`src/design/clkData_cfg.svh`:
```
`ifndef CLKDATA_CFG_SVH
`define CLKDATA_CFG_SVH

// FIFO sizing
`define CD_FIFO_DEPTH           16
// Level field must hold the full depth
`define CD_LEVEL_WIDTH          5
// Start reading at half full
`define CD_START_LEVEL_RESET    8

// Register map
`define CD_ADDR_CTRL            13'h000
`define CD_ADDR_STATUS          13'h004

// Control word fields
`define CD_CTRL_RUN_BIT         0
`define CD_CTRL_PHASE_LSB       4
`define CD_CTRL_PHASE_MSB       5
`define CD_CTRL_OUTSEL_LSB      8
`define CD_CTRL_OUTSEL_MSB      9
`define CD_CTRL_START_LSB       16
`define CD_CTRL_START_MSB       (`CD_CTRL_START_LSB + `CD_LEVEL_WIDTH - 1)

// Status word fields
`define CD_STAT_LEVEL_LSB       0
`define CD_STAT_LEVEL_MSB       (`CD_STAT_LEVEL_LSB + `CD_LEVEL_WIDTH - 1)
`define CD_STAT_UNDERFLOW_BIT   8

`endif

```
`src/design/clkDataPkg.sv`:
```
package clkDataPkg;

    `include "clkData_cfg.svh"

    typedef logic [2:0] symbol_t;

    typedef enum logic [1:0] {phase0 = 2'b00, phase90 = 2'b01, phase180 = 2'b10, phase270 = 2'b11} clkPhase_t;

    // Codes 2 and 3 behave as selPhased
    typedef enum logic [1:0] {selPhased = 2'b00, selBypass = 2'b01} outSelect_t;

    typedef logic [`CD_LEVEL_WIDTH-1:0] fifoLevel_t;

    // Gray sequence 00 -> 01 -> 11 -> 10
    function automatic logic [1:0] grayNext(input logic [1:0] state);
        logic [1:0] next;
        case (state)
            2'b00:   next = 2'b01;
            2'b01:   next = 2'b11;
            2'b11:   next = 2'b10;
            default: next = 2'b00;
        endcase
        return next;
    endfunction

    // Pick one of the four quadrature taps of the divider
    function automatic logic phaseTap(input clkPhase_t phase, input logic [1:0] divider);
        logic tap;
        case (phase)
            phase0:   tap = divider[0];
            phase90:  tap = divider[1];
            phase180: tap = ~divider[0];
            default:  tap = ~divider[1];
        endcase
        return tap;
    endfunction

endpackage

```
`src/design/clkDataIfs.sv`:
```
`timescale 1ns/1ps

// Control fields out of the register block, FIFO status back into it
interface clkCfgIf
    import clkDataPkg::*;
();
    logic       run;
    clkPhase_t  phase;
    outSelect_t outSelect;
    fifoLevel_t startLevel;
    fifoLevel_t level;
    logic       underflow;

    modport regs (
        output run,
        output phase,
        output outSelect,
        output startLevel,
        input  level,
        input  underflow
    );

    modport fifo (
        input  run,
        input  startLevel,
        output level,
        output underflow
    );

    modport clkGen (
        input  run,
        input  phase,
        input  outSelect
    );
endinterface

// Read side of the jitter FIFO, all fields valid in the strobe cycle
interface symbolReadIf
    import clkDataPkg::*;
();
    logic    readStrobe;
    symbol_t symbol;
    logic    valid;
    logic    underflowHit;

    modport fifo (
        input  readStrobe,
        output symbol,
        output valid,
        output underflowHit
    );

    modport clkGen (
        output readStrobe,
        input  symbol,
        input  valid,
        input  underflowHit
    );
endinterface

```
`src/design/clkDataOutput.sv`:
```
`timescale 1ns/1ps

`include "clkData_cfg.svh"

module clkDataOutput
    import clkDataPkg::*;
(
    input  logic        dllOutputClk,
    input  logic        rst,
    input  logic        cs,
    input  logic        wr,
    input  logic [3:0]  byteEn,
    input  logic [12:0] addr,
    input  logic [31:0] din,
    output logic [31:0] dout,
    input  logic        symbolValid,
    input  symbol_t     symbol,
    output logic        creditReturn,
    output logic        outputClk,
    output symbol_t     outputData
);

    clkCfgIf     cfgBus ();
    symbolReadIf readBus ();

    logic    phasedClk;
    symbol_t phasedData;
    logic    bypassClk;
    symbol_t bypassData;

    clkDataRegs regs_i (
        .dllOutputClk (dllOutputClk),
        .rst          (rst),
        .cs           (cs),
        .wr           (wr),
        .byteEn       (byteEn),
        .addr         (addr),
        .din          (din),
        .dout         (dout),
        .cfg          (cfgBus)
    );

    jitterFifo #(
        .payload_t (symbol_t),
        .depth     (`CD_FIFO_DEPTH)
    ) fifo_i (
        .dllOutputClk (dllOutputClk),
        .rst          (rst),
        .wrEn         (symbolValid),
        .wrData       (symbol),
        .rd           (readBus),
        .cfg          (cfgBus),
        .creditReturn (creditReturn)
    );

    phaseClockGen clkGen_i (
        .dllOutputClk (dllOutputClk),
        .rst          (rst),
        .cfg          (cfgBus),
        .rd           (readBus),
        .symbolClk    (phasedClk),
        .symbolData   (phasedData)
    );

    // Input strobe and symbol straight through, one edge late
    always_ff @(posedge dllOutputClk) begin
        if (rst) begin
            bypassClk  <= 1'b0;
            bypassData <= '0;
        end else begin
            bypassClk  <= symbolValid;
            bypassData <= symbol;
        end
    end

    always_comb begin
        case (cfgBus.outSelect)
            selBypass: begin
                outputClk  = bypassClk;
                outputData = bypassData;
            end
            default: begin
                outputClk  = phasedClk;
                outputData = phasedData;
            end
        endcase
    end

endmodule

```
`src/design/clkDataRegs.sv`:
```
`timescale 1ns/1ps

`include "clkData_cfg.svh"

module clkDataRegs
    import clkDataPkg::*;
(
    input  logic        dllOutputClk,
    input  logic        rst,
    input  logic        cs,
    input  logic        wr,
    input  logic [3:0]  byteEn,
    input  logic [12:0] addr,
    input  logic [31:0] din,
    output logic [31:0] dout,
    clkCfgIf.regs       cfg
);

    localparam logic [31:0] ctrlResetValue =
        32'(`CD_START_LEVEL_RESET) << `CD_CTRL_START_LSB;

    logic [31:0] ctrlWord;
    logic [31:0] statusWord;
    logic        ctrlWrite;

    assign ctrlWrite = cs && wr && (addr == `CD_ADDR_CTRL);

    // Byte lanes update independently
    always_ff @(posedge dllOutputClk) begin
        if (rst) begin
            ctrlWord <= ctrlResetValue;
        end else if (ctrlWrite) begin
            for (int lane = 0; lane < 4; lane++) begin
                if (byteEn[lane]) begin
                    ctrlWord[8*lane +: 8] <= din[8*lane +: 8];
                end
            end
        end
    end

    assign cfg.run        = ctrlWord[`CD_CTRL_RUN_BIT];
    assign cfg.phase      = clkPhase_t'(ctrlWord[`CD_CTRL_PHASE_MSB:`CD_CTRL_PHASE_LSB]);
    assign cfg.outSelect  = outSelect_t'(ctrlWord[`CD_CTRL_OUTSEL_MSB:`CD_CTRL_OUTSEL_LSB]);
    assign cfg.startLevel = ctrlWord[`CD_CTRL_START_MSB:`CD_CTRL_START_LSB];

    // Live view of the FIFO
    always_comb begin
        statusWord = '0;
        statusWord[`CD_STAT_LEVEL_MSB:`CD_STAT_LEVEL_LSB] = cfg.level;
        statusWord[`CD_STAT_UNDERFLOW_BIT] = cfg.underflow;
    end

    always_comb begin
        dout = '0;
        if (cs) begin
            case (addr)
                `CD_ADDR_CTRL:   dout = ctrlWord;
                `CD_ADDR_STATUS: dout = statusWord;
                default:         dout = '0;
            endcase
        end
    end

endmodule

```
`src/design/jitterFifo.sv`:
```
`timescale 1ns/1ps

`include "clkData_cfg.svh"

module jitterFifo
    import clkDataPkg::*;
#(
    parameter type payload_t = logic,
    parameter int  depth     = `CD_FIFO_DEPTH
) (
    input  logic     dllOutputClk,
    input  logic     rst,
    input  logic     wrEn,
    input  payload_t wrData,
    symbolReadIf.fifo rd,
    clkCfgIf.fifo     cfg,
    output logic     creditReturn
);

    localparam int ptrWidth = (depth > 1) ? $clog2(depth) : 1;

    payload_t            mem [depth];
    logic [ptrWidth-1:0] wrPtr;
    logic [ptrWidth-1:0] rdPtr;
    fifoLevel_t          count;
    logic                primed;
    logic                underflowSticky;
    logic                empty;
    logic                full;
    logic                startReached;
    logic                primedNow;
    logic                strobe;
    logic                push;
    logic                pop;

    function automatic logic [ptrWidth-1:0] bump(input logic [ptrWidth-1:0] ptr);
        return (ptr == ptrWidth'(depth - 1)) ? '0 : ptr + 1'b1;
    endfunction

    assign empty        = (count == '0);
    assign full         = (count == fifoLevel_t'(depth));
    assign startReached = (count >= cfg.startLevel);
    assign strobe       = cfg.run && rd.readStrobe;

    // The strobe that first sees the start level already reads
    assign primedNow = primed || startReached;

    // Credits keep the sender from ever reaching full
    assign push = wrEn && !full;
    assign pop  = strobe && primedNow && !empty;

    assign rd.symbol       = mem[rdPtr];
    assign rd.valid        = pop;
    assign rd.underflowHit = strobe && primedNow && empty;

    assign cfg.level     = count;
    assign cfg.underflow = underflowSticky;

    always_ff @(posedge dllOutputClk) begin
        if (push) begin
            mem[wrPtr] <= wrData;
        end
    end

    always_ff @(posedge dllOutputClk) begin
        if (rst) begin
            wrPtr <= '0;
            rdPtr <= '0;
            count <= '0;
        end else begin
            if (push) begin
                wrPtr <= bump(wrPtr);
            end
            if (pop) begin
                rdPtr <= bump(rdPtr);
            end
            case ({push, pop})
                2'b10:   count <= count + 1'b1;
                2'b01:   count <= count - 1'b1;
                default: count <= count;
            endcase
        end
    end

    // Primed and underflow only clear on reset
    always_ff @(posedge dllOutputClk) begin
        if (rst) begin
            primed          <= 1'b0;
            underflowSticky <= 1'b0;
            creditReturn    <= 1'b0;
        end else begin
            if (strobe && startReached) begin
                primed <= 1'b1;
            end
            if (rd.underflowHit) begin
                underflowSticky <= 1'b1;
            end
            creditReturn <= pop;
        end
    end

endmodule

```
`src/design/phaseClockGen.sv`:
```
`timescale 1ns/1ps

module phaseClockGen
    import clkDataPkg::*;
(
    input  logic        dllOutputClk,
    input  logic        rst,
    clkCfgIf.clkGen     cfg,
    symbolReadIf.clkGen rd,
    output logic        symbolClk,
    output symbol_t     symbolData
);

    logic [1:0] divider;

    // Divide by four, one bit changes per step
    always_ff @(posedge dllOutputClk) begin
        if (rst) begin
            divider <= 2'b00;
        end else if (cfg.run) begin
            divider <= grayNext(divider);
        end
    end

    // One read per symbol period
    assign rd.readStrobe = cfg.run && (divider == 2'b00);

    always_ff @(posedge dllOutputClk) begin
        if (rst) begin
            symbolClk <= 1'b0;
        end else begin
            symbolClk <= phaseTap(cfg.phase, divider);
        end
    end

    // Hold the last symbol when nothing was popped
    always_ff @(posedge dllOutputClk) begin
        if (rst) begin
            symbolData <= '0;
        end else if (rd.valid) begin
            symbolData <= rd.symbol;
        end
    end

endmodule
```
`config.mk`:
```
export PLATFORM = sky130hd
export DESIGN_NAME = clkDataOutput
export DESIGN_NICKNAME = d
export VERILOG_FILES = /design/src/design/clkDataPkg.sv /design/src/design/clkDataIfs.sv /design/src/design/clkDataOutput.sv /design/src/design/clkDataRegs.sv /design/src/design/jitterFifo.sv /design/src/design/phaseClockGen.sv
export VERILOG_INCLUDE_DIRS = /design/src /design/src/design
export SDC_FILE = /design/constraint.sdc
export NUM_CORES = 1
export LEC_CHECK = 0
export BUFFER_PORTS_ARGS = -buffer_cell sky130_fd_sc_hd__buf_2
export CORE_MARGIN = 2
export CORE_UTILIZATION = 40
export CTS_BUF_LIST = sky130_fd_sc_hd__clkbuf_16
export CTS_CLUSTER_DIAMETER = 200
export CTS_CLUSTER_SIZE = 28
export DETAILED_ROUTE_END_ITERATION = 6
export PLACE_DENSITY = 0.67
export SYNTH_ARGS = -nofsm -noshare
export SYNTH_HDL_FRONTEND = slang
export SYNTH_SLANG_ARGS = --single-unit
```
`constraint.sdc`:
```
create_clock -name dllOutputClk -period 8.05 [get_ports dllOutputClk]
set_input_delay 0.4025 -clock dllOutputClk [delete_from_list [all_inputs] [get_ports dllOutputClk]]
set_output_delay 0.4025 -clock dllOutputClk [all_outputs]
set_load 0.005 [all_outputs]
```
==> summary.md <==
| Metric | Value |
|---|---|
| Synth Cell Area | `approximately 4800 um^2` |
| Final ANT Viol Nets | `0` |
| PostCTS Resize Cnt | `0` |
| Reg-to-reg slack, setup | `about 4700 ps` |
| Most Crowded Layer GR | `met2` |
| Met1 usage | `about a fifth` |
| CP startpoint kind | `flip-flop` |
| Clock sink count | `106` |
| # IOs | `between 90 and 100` |
| Placed Area | `approximately 5300 um^2` |
| Synthesized netlist cell count | `approximately 410` |
| Setup TNS | `0 ps` |
| Vias post-DR | `3,200` |
| Power density over the cells | `approximately 190 nW/um^2` |
| Clock Skew | `8.456 ps` |
| Sw Share | `22.82%` |
| Slew Limit Fails | `0` |
| Fillers | `1,052` |
| Overall power | `roughly 0.0010 W` |
| Hold Crit Class | `in2reg` |
| Area Growth Syn to Fin | `17.11%` |
| Sequential-to-total area share from yosys stat | `between 50% and 60%` |
| Std-Cell Rows | `39` |
| Failing checks | `design-rule violations` |
| CORE AREA | `about 12,000 um^2` |
| R2r endpoint | `fifo_i.cfg.level[4]` |
| Clock power frac | `about two fifths` |
| Largest net degree at the start of global routing | `60` |
| Syn_nets | `roughly 480` |
| First-pass GRT wire length | `about 16,000 um` |
| Worst Path Max Fanout | `7` |
| Peak VDD IR | `between 0.1 and 0.15 mV` |
| Worst reg2reg path startpoint | `fifo_i.cfg.level[4]` |
| Hold WS | `about 290 ps` |
| Worst-Skew Late Latency | `~350 ps` |
| Crit. End Element | `flip-flop` |
| WL/cell | `between 15 and 20 um` |
| Yosys cell types | `47` |
| Final setup violation count | `0` |
| Largest area contributor in the synthesized netlist | `edfxtp_1` |
| Final WL | `approximately 9500 um` |
| Yosys warns | `0` |
| Asr flop ratio synth | `0%` |
| CTS H-tree depth | `3` |
| FMAX | `roughly 300 MHz` |
| Number of flops mapped to enable cells by yosys | `between 40 and 50` |
| Chip width | `approximately 110 um` |
| Combinational Power Share | `between 4 and 5%` |
| Crit path to | `fifo_i.cfg.level[4]` |
| Maxcap violations | `0` |
| Switch Pwr | `roughly 0.00024 W` |
| Detail Placement HPWL | `just under 7000 um` |
| Total grt overflow | `0` |
| Cell depth of the worst hold path | `3` |
| Worst Tran Pin Value | `about 1100 ps` |
| Synth Flop Type | `dfxtp_1` |
| Status | `complete, but fails checks` |
| Internal power | `0.0008049 W` |
| Met2 Use GR | `between 20% and 30%` |
| Max clock buf depth | `2` |
| RSZ-0062 raised after global routing | `false` |
| Crit path launch | `fifo_i.cfg.level[4]` |
| Drt pass-1 iters | `6` |
| # Post-CTS Setup Buffers | `0` |
| WS Path Type | `reg2reg` |
| FF-to-FF path depth | `11` |
| Initial antenna violation count | `0` |
| Root buf cell | `clkbuf_16` |
| DRC | `8` |
| N_diodes | `0` |
| Largest cells by area after synthesis | `edfxtp_1 30%, dfxtp_1 24%, mux2i_1 8.2%` |
| Synth top area share | `between 30% and 40%` |
| P_leak | `between 2 and 2.5 nW` |
| Power share of the sequential group | `a little over half` |
| Drt first-iter violations | `~180` |
| Routability Congestion | `~0.8` |
| Die ar. | `12,810 um^2` |
| Vias in the first global route | `3,238` |
| Critical Path RT | `between 8000 and 9000 ps` |
| Final worst-path cycle share | `between 40% and 50%` |
| Total Routing Usage GR | `between 15 and 20%` |
| Final min period | `approximately 3400 ps` |
| Routed vias/inst | `around 5.1` |
| Post-CTS Hold Fix Bufs | `0` |
| Die Span Y | `113.2 um` |
| Post-route cell area | `about 5600 um^2` |
| Met3 Resource Use GR | `under 10%` |
| Hold Vio Cnt, Final | `0` |
| Worst rel slew slack | `27.56%` |
| Crit path DAT | `between 3000 and 4000 ps` |
| Worst-path clk slew | `approximately 70 ps` |
| Initial Util | `around 41%` |
| Num CTS Buffers | `9` |
| Share of post-route cells with drive strength above 1 | `between 20 and 30%` |
| IO Port Bufs | `slightly above 90` |
| Layout Nets | `about 560` |
| Syn Area/Cell | `approximately 12 um^2` |
| CTS tree | `built` |
| Synthesized flop and latch total | `between 100 and 150` |
==> layer usage <==
| layer | up-vias | share of wire (%) |
|---|---|---|
| met1 | 1503 | 46 |
| met5 | - | 0 |
| met4 | 0 | 2.8 |
| li1 | 1611 | - |
| met2 | 65 | 47 |
| met3 | 21 | 3.8 |
==> through the flow <==
| step | setup slack [ps] | cells | util, % |
|---|---|---|---|
| 6_report | 4696 | 632 | 48.49 |
| 5_1_grt | 4412 | 632 | 48.49 |
| 4_1_cts | 4702 | 632 | 48.49 |
| 3_5_place_dp | 4725 | 616 | 45.90 |
| 3_3_place_gp | 4866 | 616 | 45.90 |
| 2_1_floorplan | 5082 | 405 | - |
==> power by group through the flow <==
stage / sequential (W) / clock, W / combinational [W]
6_report: 0.000570 / 0.000426 / 0.0000465
5_1_grt: 0.000571 / 0.000463 / 0.0000526
4_1_cts: 0.000570 / 0.000438 / 0.0000471
3_5_place_dp: 0.000583 / 0 / 0.0000467
3_3_place_gp: 0.000582 / 0 / 0.0000452
2_1_floorplan: 0.000581 / 0 / 0.0000241
==> cells in the mapped netlist, drive strengths merged (2+ instances only) <==
cell type	n
nand4b	4
ha	14
a21oi	15
a211o	2
mux2i	39
nor2	63
a22o	7
nand3	4
mux4	12
a31oi	4
nand2b	2
mux2	6
buf	12
xor2	3
and2	27
and3	3
nor3	10
inv	13
edfxtp	48
dfxtp	58
nor4	2
o2111ai	2
nor2b	9
a311oi	2
clkbuf	13
o21ai	7
nand2	8
a21o	2
a22oi	2
==> registers in the layout (all words and copies together), names as in the netlist <==
| signal | cells |
|---|---|
| fifo_i.primed | 1 |
| bypassData | 3 |
| clkGen_i.symbolClk | 1 |
| clkGen_i.symbolData | 3 |
| fifo_i.mem | 48 |
| fifo_i.creditReturn | 1 |
| clkGen_i.divider | 2 |
| fifo_i.cfg.underflow | 1 |
| regs_i.ctrlWord | 32 |
| fifo_i.rdPtr | 4 |
| fifo_i.cfg.level | 5 |
| bypassClk | 1 |
| fifo_i.wrPtr | 4 |
==> area by class of cell <==
cell class	count	area (um^2)	area share, %
timing repair buffer	93	465.4	8.335
sequential	106	2603	46.61
multi-input combinational	261	1991	35.65
clock buffer	9	225.2	4.033
inverter	13	48.80	0.8739
tap	143	178.9	3.204
clock inverter	7	72.57	1.300
==> layout by cell type (no fill, tap or decap), drive strengths merged, types with 12 or more instances in the layout <==
| cell | n |
|---|---|
| inv | 16 |
| mux2i | 39 |
| ha | 14 |
| edfxtp | 48 |
| dfxtp | 58 |
| a21oi | 15 |
| buf | 93 |
| and2 | 27 |
| nor2 | 63 |
| mux4 | 12 |
==> worst min path at each step <==
stage,startpoint,end,slack (ps)
after global placement,regs_i.ctrlWord[19],regs_i.ctrlWord[19],460
after floorplan,fifo_i.cfg.underflow,fifo_i.cfg.underflow,440
after CTS,din[15],regs_i.ctrlWord[15],280
after detailed placement,fifo_i.cfg.underflow,fifo_i.cfg.underflow,470
after global routing,din[15],regs_i.ctrlWord[15],290
final,din[15],regs_i.ctrlWord[15],290
==> kinds of logic (layout without fill, tap and decap cells) <==
logic type               count (synthesis)  after routing  share of synthesized area (%)
multiplexers                            57             57                          15.59
adder cells (fa/ha/maj)                 15             15                          4.093
AND/OR/NAND/NOR                        138            138                          14.67
XOR/XNOR                                 4              4                         0.7348
flip-flops                             106            106                          54.58
buffers and inverters                   38            122                          3.674
AO/OA/AOI/OAI                           47             47                          6.665
==> critical path: stages, from the launching register on <==
cell     delay [ps]
dfxtp_1         450
ha_1            300
a211o_1         330
a22oi_1         450
nor2_1          130
ha_1            270
ha_1            320
nor2b_1         160
o21ai_1         150
a21oi_1         100
or4_1           460
a21oi_1         140
No activity file was read; power rests on OpenSTA's default activity.
